===== src/ex_trace_pkg.sv =====
package ex_trace_pkg;

    // Data memory address width, shared by the address type and the interval packing
    localparam int ADDR_W = 32;

    // Timestamp taken from the free-running cycle counter in the recorder
    typedef logic [31:0] cycle_t;

    // Full instruction word as delivered by the decode-stage tracker
    typedef logic [31:0] instr_t;

    // Address seen on the data memory port at grant
    typedef logic [ADDR_W-1:0] addr_t;

    // Queue depths for the record FIFO and the interval FIFO
    localparam int TRACE_DEPTH    = 8;
    localparam int INTERVAL_DEPTH = 8;

    // A packed record is the pass-through flag followed by the instruction word
    localparam int RECORD_W = 1 + $bits(instr_t);

    // A packed interval holds start, end, memory start and memory end,
    // then the grant address and the mem_seen flag
    localparam int INTERVAL_W = 4 * $bits(cycle_t) + ADDR_W + 1;

    // Major opcodes in the low seven bits of the instruction
    localparam logic [6:0] OPCODE_LOAD  = 7'h03;
    localparam logic [6:0] OPCODE_STORE = 7'h23;

endpackage


===== src/ex_interval_if.sv =====
`timescale 1ns/1ps

interface ex_interval_if import ex_trace_pkg::*; ();

    // Head of the interval queue is valid, consumer takes it with pop
    logic   valid;
    logic   pop;

    // Execution window and the memory window inside it
    cycle_t time_start;
    cycle_t time_end;
    cycle_t mem_start;
    cycle_t mem_end;
    addr_t  mem_addr;
    logic   mem_seen;

    modport recorder (
        output valid,
        output time_start,
        output time_end,
        output mem_start,
        output mem_end,
        output mem_addr,
        output mem_seen,
        input  pop
    );

    modport matcher (
        input  valid,
        input  time_start,
        input  time_end,
        input  mem_start,
        input  mem_end,
        input  mem_addr,
        input  mem_seen,
        output pop
    );

endinterface


===== src/trace_fifo.sv =====
`timescale 1ns/1ps

module trace_fifo
#(
    parameter int WIDTH = 32,
    parameter int DEPTH = 8
)
(
    input  logic             clk,
    input  logic             rst_n_i,
    input  logic             push_i,
    input  logic [WIDTH-1:0] data_i,
    input  logic             pop_i,
    output logic             empty_o,
    output logic [WIDTH-1:0] data_o
);

    logic [WIDTH-1:0]             mem [DEPTH];
    logic [$clog2(DEPTH)-1:0]     wr_ptr;
    logic [$clog2(DEPTH)-1:0]     rd_ptr;
    logic [$clog2(DEPTH+1)-1:0]   count;
    logic                         full;
    logic                         wr_en;
    logic                         rd_en;

    assign full    = (int'(count) == DEPTH);
    assign empty_o = (count == '0);

    // Overflowing pushes are dropped, pops on an empty queue do nothing
    assign wr_en = push_i && !full;
    assign rd_en = pop_i && !empty_o;

    assign data_o = mem[rd_ptr];

    always_ff @(posedge clk)
    begin
        if (wr_en)
        begin
            mem[wr_ptr] <= data_i;
        end
    end

    always_ff @(posedge clk or negedge rst_n_i)
    begin
        if (!rst_n_i)
        begin
            wr_ptr <= '0;
            rd_ptr <= '0;
            count  <= '0;
        end
        else
        begin
            if (wr_en)
            begin
                // Wrap explicitly so a depth that is not a power of two also works
                if (int'(wr_ptr) == DEPTH - 1)
                    wr_ptr <= '0;
                else
                    wr_ptr <= wr_ptr + 1'b1;
            end
            if (rd_en)
            begin
                if (int'(rd_ptr) == DEPTH - 1)
                    rd_ptr <= '0;
                else
                    rd_ptr <= rd_ptr + 1'b1;
            end
            case ({wr_en, rd_en})
                2'b10:   count <= count + 1'b1;
                2'b01:   count <= count - 1'b1;
                default: count <= count;
            endcase
        end
    end

endmodule


===== src/ex_event_recorder.sv =====
`timescale 1ns/1ps

module ex_event_recorder import ex_trace_pkg::*;
(
    input  logic clk,
    input  logic rst_n_i,
    input  logic ex_ready_i,
    input  logic data_mem_req_i,
    input  logic data_mem_grant_i,
    input  addr_t data_mem_addr_i,
    ex_interval_if.recorder itf
);

    cycle_t                 counter;
    logic                   ex_ready_q;
    logic                   req_seen_q;
    logic                   mem_seen_q;

    cycle_t                 time_start_q;
    cycle_t                 time_end_q;
    cycle_t                 mem_start_q;
    cycle_t                 mem_end_q;
    addr_t                  mem_addr_q;

    logic                   open_first;
    logic                   req_seen_cur;
    logic                   mem_seen_cur;
    logic                   grant_hit;
    logic                   push;
    logic [INTERVAL_W-1:0]  push_data;
    logic [INTERVAL_W-1:0]  head_data;
    logic                   head_empty;

    // First busy cycle of a new interval, flags of the previous one no longer count
    assign open_first   = ex_ready_i && !ex_ready_q;
    assign req_seen_cur = req_seen_q && !open_first;
    assign mem_seen_cur = mem_seen_q && !open_first;
    assign grant_hit    = data_mem_req_i && data_mem_grant_i;

    // The interval closes in the first low cycle after a busy run
    assign push = ex_ready_q && !ex_ready_i;

    // Memory fields are reported as zero when the interval never saw a grant
    assign push_data = {
        time_start_q,
        time_end_q,
        mem_seen_q ? mem_start_q : cycle_t'(0),
        mem_seen_q ? mem_end_q   : cycle_t'(0),
        mem_seen_q ? mem_addr_q  : addr_t'(0),
        mem_seen_q
    };

    always_ff @(posedge clk or negedge rst_n_i)
    begin
        if (!rst_n_i)
        begin
            counter    <= '0;
            ex_ready_q <= 1'b0;
            req_seen_q <= 1'b0;
            mem_seen_q <= 1'b0;
        end
        else
        begin
            counter    <= counter + 1'b1;
            ex_ready_q <= ex_ready_i;
            if (ex_ready_i)
            begin
                req_seen_q <= req_seen_cur || data_mem_req_i;
                mem_seen_q <= mem_seen_cur || grant_hit;
            end
        end
    end

    // Interval payload, only meaningful once the run has closed
    always_ff @(posedge clk)
    begin
        if (ex_ready_i)
        begin
            if (open_first)
            begin
                time_start_q <= counter;
            end
            time_end_q <= counter;
            if (data_mem_req_i && !req_seen_cur)
            begin
                mem_start_q <= counter;
            end
            if (grant_hit && !mem_seen_cur)
            begin
                mem_end_q  <= counter;
                mem_addr_q <= data_mem_addr_i;
            end
        end
    end

    trace_fifo #(
        .WIDTH (INTERVAL_W),
        .DEPTH (INTERVAL_DEPTH)
    ) u_interval_fifo (
        .clk     (clk),
        .rst_n_i (rst_n_i),
        .push_i  (push),
        .data_i  (push_data),
        .pop_i   (itf.pop),
        .empty_o (head_empty),
        .data_o  (head_data)
    );

    assign itf.valid = !head_empty;
    assign {itf.time_start, itf.time_end, itf.mem_start,
            itf.mem_end, itf.mem_addr, itf.mem_seen} = head_data;

endmodule


===== src/ex_trace_matcher.sv =====
`timescale 1ns/1ps

module ex_trace_matcher import ex_trace_pkg::*;
(
    input  logic                clk,
    input  logic                rst_n_i,
    input  logic                rec_empty_i,
    input  logic [RECORD_W-1:0] rec_data_i,
    output logic                rec_pop_o,
    ex_interval_if.matcher      itf,
    output logic                ex_valid_o,
    output instr_t              ex_instr_o,
    output logic                ex_is_mem_o,
    output cycle_t              ex_time_start_o,
    output cycle_t              ex_time_end_o,
    output cycle_t              ex_mem_start_o,
    output cycle_t              ex_mem_end_o,
    output addr_t               ex_mem_addr_o
);

    typedef enum logic {
        IDLE,
        EMIT
    } state_e;

    state_e state;

    logic   head_pass;
    instr_t head_instr;
    logic   take;

    instr_t instr_q;
    cycle_t time_start_q;
    cycle_t time_end_q;
    cycle_t mem_start_q;
    cycle_t mem_end_q;
    addr_t  mem_addr_q;
    logic   mem_seen_q;
    logic   keep_mem;

    assign {head_pass, head_instr} = rec_data_i;

    // A record may leave once its interval is there, pass-through records never wait
    assign take      = (state == IDLE) && !rec_empty_i && (head_pass || itf.valid);
    assign rec_pop_o = take;
    assign itf.pop   = take && !head_pass;

    always_ff @(posedge clk or negedge rst_n_i)
    begin
        if (!rst_n_i)
        begin
            state <= IDLE;
        end
        else
        begin
            case (state)
                IDLE:
                begin
                    if (take)
                        state <= EMIT;
                end
                EMIT:
                begin
                    state <= IDLE;
                end
                default:
                begin
                    state <= IDLE;
                end
            endcase
        end
    end

    always_ff @(posedge clk)
    begin
        if (take)
        begin
            instr_q <= head_instr;
            if (head_pass)
            begin
                time_start_q <= '0;
                time_end_q   <= '0;
                mem_start_q  <= '0;
                mem_end_q    <= '0;
                mem_addr_q   <= '0;
                mem_seen_q   <= 1'b0;
            end
            else
            begin
                time_start_q <= itf.time_start;
                time_end_q   <= itf.time_end;
                mem_start_q  <= itf.mem_start;
                mem_end_q    <= itf.mem_end;
                mem_addr_q   <= itf.mem_addr;
                mem_seen_q   <= itf.mem_seen;
            end
        end
    end

    // Only loads and stores report the memory window
    assign ex_is_mem_o = (instr_q[6:0] == OPCODE_LOAD) || (instr_q[6:0] == OPCODE_STORE);
    assign keep_mem    = ex_is_mem_o && mem_seen_q;

    assign ex_valid_o      = (state == EMIT);
    assign ex_instr_o      = instr_q;
    assign ex_time_start_o = time_start_q;
    assign ex_time_end_o   = time_end_q;
    assign ex_mem_start_o  = keep_mem ? mem_start_q : cycle_t'(0);
    assign ex_mem_end_o    = keep_mem ? mem_end_q   : cycle_t'(0);
    assign ex_mem_addr_o   = keep_mem ? mem_addr_q  : addr_t'(0);

endmodule


===== src/ex_tracker_top.sv =====
`timescale 1ns/1ps

module ex_tracker_top import ex_trace_pkg::*;
(
    input  logic   clk,
    input  logic   rst_n_i,

    // Records from the decode-stage tracker
    input  logic   id_valid_i,
    input  instr_t id_instr_i,
    input  logic   id_pass_through_i,

    // Execution stage and data memory port of the core
    input  logic   ex_ready_i,
    input  logic   data_mem_req_i,
    input  logic   data_mem_grant_i,
    input  addr_t  data_mem_addr_i,

    // Completed trace records
    output logic   ex_valid_o,
    output instr_t ex_instr_o,
    output logic   ex_is_mem_o,
    output cycle_t ex_time_start_o,
    output cycle_t ex_time_end_o,
    output cycle_t ex_mem_start_o,
    output cycle_t ex_mem_end_o,
    output addr_t  ex_mem_addr_o
);

    logic                rec_empty;
    logic                rec_pop;
    logic [RECORD_W-1:0] rec_data;

    ex_interval_if u_interval_if ();

    // Record queue, filled straight from the decode strobe
    trace_fifo #(
        .WIDTH (RECORD_W),
        .DEPTH (TRACE_DEPTH)
    ) u_record_fifo (
        .clk     (clk),
        .rst_n_i (rst_n_i),
        .push_i  (id_valid_i),
        .data_i  ({id_pass_through_i, id_instr_i}),
        .pop_i   (rec_pop),
        .empty_o (rec_empty),
        .data_o  (rec_data)
    );

    ex_event_recorder u_recorder (
        .clk              (clk),
        .rst_n_i          (rst_n_i),
        .ex_ready_i       (ex_ready_i),
        .data_mem_req_i   (data_mem_req_i),
        .data_mem_grant_i (data_mem_grant_i),
        .data_mem_addr_i  (data_mem_addr_i),
        .itf              (u_interval_if.recorder)
    );

    ex_trace_matcher u_matcher (
        .clk             (clk),
        .rst_n_i         (rst_n_i),
        .rec_empty_i     (rec_empty),
        .rec_data_i      (rec_data),
        .rec_pop_o       (rec_pop),
        .itf             (u_interval_if.matcher),
        .ex_valid_o      (ex_valid_o),
        .ex_instr_o      (ex_instr_o),
        .ex_is_mem_o     (ex_is_mem_o),
        .ex_time_start_o (ex_time_start_o),
        .ex_time_end_o   (ex_time_end_o),
        .ex_mem_start_o  (ex_mem_start_o),
        .ex_mem_end_o    (ex_mem_end_o),
        .ex_mem_addr_o   (ex_mem_addr_o)
    );

endmodule


===== config.mk =====
export PLATFORM = sky130hd
export DESIGN_NAME = ex_tracker_top
export DESIGN_NICKNAME = d
export VERILOG_FILES = /design/src/ex_trace_pkg.sv /design/src/ex_interval_if.sv /design/src/trace_fifo.sv /design/src/ex_event_recorder.sv /design/src/ex_trace_matcher.sv /design/src/ex_tracker_top.sv
export SDC_FILE = /design/constraint.sdc
export NUM_CORES = 2
export LEC_CHECK = 0
export BUFFER_PORTS_ARGS = -buffer_cell sky130_fd_sc_hd__buf_4
export CAP_MARGIN = 25
export CORE_ASPECT_RATIO = 2
export CORE_UTILIZATION = 40
export CTS_CLUSTER_DIAMETER = 100
export DETAILED_ROUTE_END_ITERATION = 10
export GPL_ROUTABILITY_DRIVEN = 1
export PLACE_DENSITY = 0.57
export SETUP_SLACK_MARGIN = 0.4
export SLEW_MARGIN = 10
export SYNTH_ARGS = -nofsm -noshare
export SYNTH_HDL_FRONTEND = slang
export SYNTH_HIERARCHICAL = 1
export SYNTH_SLANG_ARGS = --single-unit

===== constraint.sdc =====
create_clock -name clk -period 34.8 [get_ports clk]
set_input_delay 0 -clock clk [delete_from_list [all_inputs] [get_ports clk]]
set_output_delay 0 -clock clk [all_outputs]
set_load 0.1 [all_outputs]

# Word level (Yosys, flattened, before mapping)
# Memory sizes are Yosys's and may differ from the RTL's. A register that Yosys moved wholly into a read port is not among the register bits.
# Cells that the tools add are included.
# Widths: inputs -> output; s select.
# classes
n_addsub	9
n_eq_ne	12
muxes	18
n_bitwise	1
reduce_logical	36
# op_table
cell	n
$mux 32	6
$add 32x1->32 const B	1
$pmux 4 s2	2
$logic_and 1x1->1	15
$add 3x1->3 const B	4
$eq 3x1->1 const B	4
$mux 3	4
$logic_not 1->1	10
$add 4x1->4 const B	2
$eq 4x4->1 const B	2
$logic_not 4->1	2
$sub 4x1->4 const B	2
$eq 7x2->1 const B	1
$eq 7x6->1 const B	1
$reduce_and 2->1	3
$mux 1	5
$eq 2x1->1 const B	2
$eq 2x2->1 const B	2
$logic_or 1x1->1	4
$reduce_bool 2->1	2
$pmux 1 s2	1
$not 1->1	1
# word_totals
register_bits	248
mem_bits_rw	1552
mem_count	2
# mem_list
memory	depth	word_bits	read_ports	rd_ports_with_merged_regs	wr	line_no	rtl
u_recorder.u_interval_fifo.mem	8	161	1	1	1	trace_fifo.sv:18	logic [WIDTH-1:0] mem [DEPTH];
u_record_fifo.mem	8	33	1	0	1	trace_fifo.sv:18	

# Longest topological paths before layout
# depth
depth_word	8
mapped_depth	15
mapped_depth_nobuf	12

# Cells and area by module
# Netlist, hierarchy kept.
# modules_own_cells
module	n_inst	cells_per_inst	area_per_inst_um2	seq_area_each_um2
trace_fifo at u_recorder.u_interval_fifo	1	1930	49007.0	38927.3
trace_fifo at u_record_fifo	1	451	10675.2	8177.8
ex_trace_matcher	1	605	8140.3	5820.6
ex_event_recorder	1	405	7013.0	5680.4

# Least setup slack after synthesis
# OpenSTA, ideal clock, no wires.
# synth_path
kind	register -> register
from	register u_record_fifo.rd_ptr[0]
to	register u_record_fifo.count[3]
arrival_ps	18461
required_ps	34666
path_slack_ps	16205
stages_incl_launch_ff	16
path_cell_list	dfrtp_1 -> buf_6 -> buf_2 -> mux4_2 -> mux2_2 -> buf_2 -> buf_2 -> nor2_1 -> nor3_1 -> o41ai_2 -> inv_1 -> ha_1 -> ha_1 -> or4b_2 -> o311ai_0 -> o211ai_1
# synth_between
elab_chain_cells	6
# synth_lines
element	line_no	rtl
start: declaration	trace_fifo.sv:20	logic [$clog2(DEPTH)-1:0] rd_ptr;
start signal: assignment	trace_fifo.sv:66	rd_ptr <= rd_ptr + 1'b1;
$mem_v2 8x33 *	--	
named net rec_data[32]	ex_tracker_top.sv:32	logic [RECORD_W-1:0] rec_data;
$logic_or 1x1->1 *	ex_trace_matcher.sv:44	assign take = (state == IDLE) && !rec_empty_i && (head_pass || itf.valid);
$logic_and 1x1->1 *	ex_trace_matcher.sv:44	
named net rec_pop	ex_tracker_top.sv:31	logic rec_pop;
$logic_and 1x1->1 *	trace_fifo.sv:31	assign rd_en = pop_i && !empty_o;
named net u_record_fifo.rd_en	trace_fifo.sv:24	logic rd_en;
$eq 2x1->1 / $eq 2x2->1 (equally long branches)	trace_fifo.sv:68	case ({wr_en, rd_en})
$pmux 4 s2 / $reduce_bool 2->1 (equally long branches)	--	
end signal: assignment	trace_fifo.sv:69	2'b10: count <= count + 1'b1;
end signal: assignment	trace_fifo.sv:70	2'b01: count <= count - 1'b1;
end signal: assignment	trace_fifo.sv:71	default: count <= count;
end: declaration	trace_fifo.sv:21	logic [$clog2(DEPTH+1)-1:0] count;
# Mark *: on every way through the listed nets, which the timed path passes. The rest lies on a longest branch.
# A chain may end at the register's enable or synchronous reset.

# Worst setup path after layout
# layout_path
from	register u_record_fifo.rd_ptr[1]
to	register u_matcher.mem_addr_q[7] (read register of u_recorder.u_interval_fifo.mem), enable pin
# layout_between
elab_chain_cells	3
# layout_lines
element	line_no	rtl
$mem_v2 8x33	--	
named net rec_data[32]	ex_tracker_top.sv:32	
$logic_or 1x1->1	ex_trace_matcher.sv:44	
$logic_and 1x1->1	ex_trace_matcher.sv:44	
named net rec_pop	ex_tracker_top.sv:31	
end: declaration	ex_trace_matcher.sv:37	addr_t mem_addr_q;
# The timed path passes the listed nets, and every way through them passes these cells.

==> out/metrics.csv <==
stage,metric,value,unit
outcome,outcome,completed,
global_route,largest net degree at the start of global routing,117,
layout,fraction of layout instances using a drive strength above 1,30.78,%
logic_synthesis,Cell variety after synth,47,
cts,Clock Tree Buf Depth,4,
timing,Setup TNS,0,ns
setup_path,nature of the critical path endpoint,flop,
global_route,initial antenna violation count,3,
timing,unrepaired setup endpoints after global routing,false,
layout,largest register by flop count,u_recorder/u_interval_fifo/mem,
route,final wirelength,169500,um
global_route,Tot GR Track Use,18.06,%
setup_path,kind of critical path,flop to flop,
logic_synthesis,Syn Nets,3479,
cts,CTS tree,done,
layout,Area Overhead vs Synth,15.69,%
global_route,first-pass GRT wire length,248500,um
setup_path,r2r endpoint,u_matcher/mem_addr_q[7],
setup_path,CP required,35.20,ns
worst_hold_path,Hold EP,u_recorder/time_end_q[5],
floorplanning,Die Span Y,613.7,um
cts,CTS buffer count,178,
cts,Clock Latency Late Sink,0.82,ns
logic_synthesis,Synth Warn #,6,
layout,Fillers,15670,
setup_path,CP max-delay cell,buf_4,
logic_synthesis,"Avg Cell Area, Syn",22.07,sq um
route,number of DRC markers in iteration 0,2287,
layout,Largest regs,"u_recorder/u_interval_fifo/mem: 1288 flops, u_record_fifo/mem: 264 flops",
power_and_ir_drop,maximum vdd drop,69.08,uV
cts,setup repair bufs after CTS,0,
setup_path,Most common cell on crit path,buf_4,
timing,final setup fails,0,
floorplanning,die area,0.1889,sq mm
timing,Rel. slew slack,30.54,%
floorplanning,Die W,307.9,um
layout,final design area excluding fillers,0.08658,sq mm
route,vias after detailed routing,34240,
power_and_ir_drop,pwr/cell area,83.89,mW/mm^2
setup_path,crit path launch type,flop,
timing,Tightest Pin Transition,1.042,ns
global_route,GR Overflow Total,0,
logic_synthesis,post-synth design cell area,0.07484,sq mm
setup_path,"Arr. time, crit path",5.97,ns
floorplanning,initial core utilization,40.21,%
setup_path,CP Max Fanout,72,
floorplanning,total core area,0.1861,sq mm
worst_hold_path,hold path startpoint,ex_ready_i,
timing,Fmax,179.5,MHz
setup_path,Worst R2R Start,u_record_fifo/rd_ptr[1],
worst_hold_path,Hold Crit Class,input port to flop,
logic_synthesis,cell count after synthesis,3391,
placed_design,hpwl dp,87850,um
cts,Hold Buf Count CTS,137,
layout,Util after Layout,46.52,%
timing,Tmin final,5.570,ns
route,vias per cell,5.275,
cts,htree depth,4,
cts,post-cts resize count,0,
logic_synthesis,register bit total from synthesis,1961,
setup_path,Worst Reg-to-Reg Cells,8,
route,DR pass1 iterations,5,
timing,clock skew,0.06012,ns
logic_synthesis,sequential fraction of the synthesis area,78.31,%
route,post-route ant nets,0,
cts,Root Driver,clkbuf_16,
floorplanning,row count,224,
job,Max Cap Viol,0,
cts,clock-pin slew on the worst setup and hold paths,0.07,ns
setup_path,cells along the critical path,"buf_4, mux4_2, mux2_8, nor2_1, nor3_2, buf_4, buf_4, buf_4",
power_and_ir_drop,leakage power,0.02809,uW
layout,NumNets Final,3959,
placed_design,DP Area,0.07969,sq mm
placed_design,PortBufs,264,
worst_hold_path,hold path depth,2,
layout,max FFs per register,1288,
global_route,vias in the first global route,36880,
setup_path,Critical Path Max Stage Delay,0.86,ns
placed_design,GPL Wtd Cong,0.7206,
timing,Min Hold Slack,0.09374,ns
timing,endpoints failing hold,0,
cts,TritonCTS Sinks,1961,
setup_path,R2R Setup Slk,29.23,ns
timing,max-slew violation count,0,
layout,Sequential Area,0.05863,sq mm
route,Post-route DRC,0,
timing,fraction of the cycle the final worst path needs,16.01,%
route,average routed wire per standard cell,26.12,um
floorplanning,boundary pin count,265,
layout,Multi-input gate area,0.01526,sq mm
-- routing by layer --
layer	vias to the layer above	GRT usage [%]	part of all wire, %
met5	-	0	0.0059
met4	2	4.689	2.2
met3	220	3.307	5.2
met2	798	32.22	53
met1	18500	22.43	40
li1	14720	-	-
-- cells in the mapped netlist (all sizes together) --
library cell	n	area (sq um)
edfxtp	1905	57200
mux4	388	8738
mux2	204	2357
nor2b	164	1026
nand2	114	427.9
nor3	111	700.7
buf	101	785.8
and2	97	606.8
clkbuf	73	274.0
dfrtp	56	1401
xnor2	28	245.2
nand3	20	105.1
inv	19	71.32
nor2	18	70.07
ha	15	187.7
nand4	15	100.1
nand2b	7	43.79
o21ai	7	42.54
nor3b	6	45.04
xor2	6	52.55
a21oi	5	25.02
nor4	5	61.31
o211ai	4	30.03
and3	3	18.77
a2111o	2	22.52
a21o	2	15.01
fa	2	40.04
mux2i	2	20.02
o311ai	2	17.52
o41ai	2	32.53
or3	2	12.51
or4b	2	20.02
a211oi	1	7.510
and4	1	8.760
nand4bb	1	11.26
or2	1	6.260
-- layout make-up --
class,instances,area share (%)
Clock inverter,87,0.8700
Tap cell,2486,3.593
Clock buffer,224,5.417
Inverter,19,0.08238
Multi-Input combinational cell,1237,17.62
Sequential cell,1961,67.72
Antenna cell,2,0.005781
Timing Repair Buffer,474,4.691
-- power breakdown --
group	switching (uW)	internal (uW)	leakage (uW)
Clock	842	1040	0.00265
Sequential	154	3000	0.0185
Combinational	1390	833	0.00694
Total	2390	4870	0.0281
-- how the worst max path moves through the flow --
stage                             from                      end  slack [ns]
2_1_floorplan  u_record_fifo/rd_ptr[0]   u_record_fifo/count[3]       16.21
3_3_place_gp   u_record_fifo/rd_ptr[1]  u_matcher/mem_addr_q[2]       29.12
3_5_place_dp   u_record_fifo/rd_ptr[1]  u_matcher/mem_end_q[28]       29.07
4_1_cts        u_record_fifo/rd_ptr[1]  u_matcher/mem_addr_q[7]       29.01
5_1_grt        u_record_fifo/rd_ptr[1]  u_matcher/mem_addr_q[7]       28.82
6_report       u_record_fifo/rd_ptr[1]  u_matcher/mem_addr_q[7]       29.23
-- stage by stage --
stage	instances	setup WS, ns	power (uW)
after CTS	6486	29.01	7375
after floorplan	3391	16.21	4935
after global routing	6489	28.82	7573
after global placement	6036	29.12	5439
final	6490	29.23	7263
after detailed placement	6038	29.07	5466
-- critical path, delay by kind of cell (launching register included) --
kind	cells	cell delay [ns]
buffers and inverters	4	2.96
AND/OR/NAND/NOR	2	0.39
multiplexers	2	0.92
flip-flops	1	0.72
-- cell usage in the layout, fill, tap and decap left out, types with 15 or more instances in the layout --
master and count:
nor3_2 38, mux2_2 187, nand2_1 114, dfrtp_1 49, and2_1 97, xnor2_1 28
mux2_4 16, edfxtp_1 1905, clkinv_2 23, clkinv_1 36, nand3_1 19, inv_1 18
buf_4 328, nor2b_1 164, nor3_1 73, dlygate4sd3_1 136, mux4_2 388, clkbuf_1 42
ha_1 15, clkbuf_16 180
-- cells by family (layout without fill, tap and decap cells) --
group,after synthesis,after routing,share of synthesized area [%]
flops,1961,1961,78.31
fa+ha+maj,17,17,0.3043
buf+inv,193,804,1.511
mux,594,594,14.85
other cells,0,2,0
compound gates,25,25,0.2575
simple gates,567,567,4.362
xor+xnor,34,34,0.3979
Note: power is estimated with default switching activity, not from simulation.
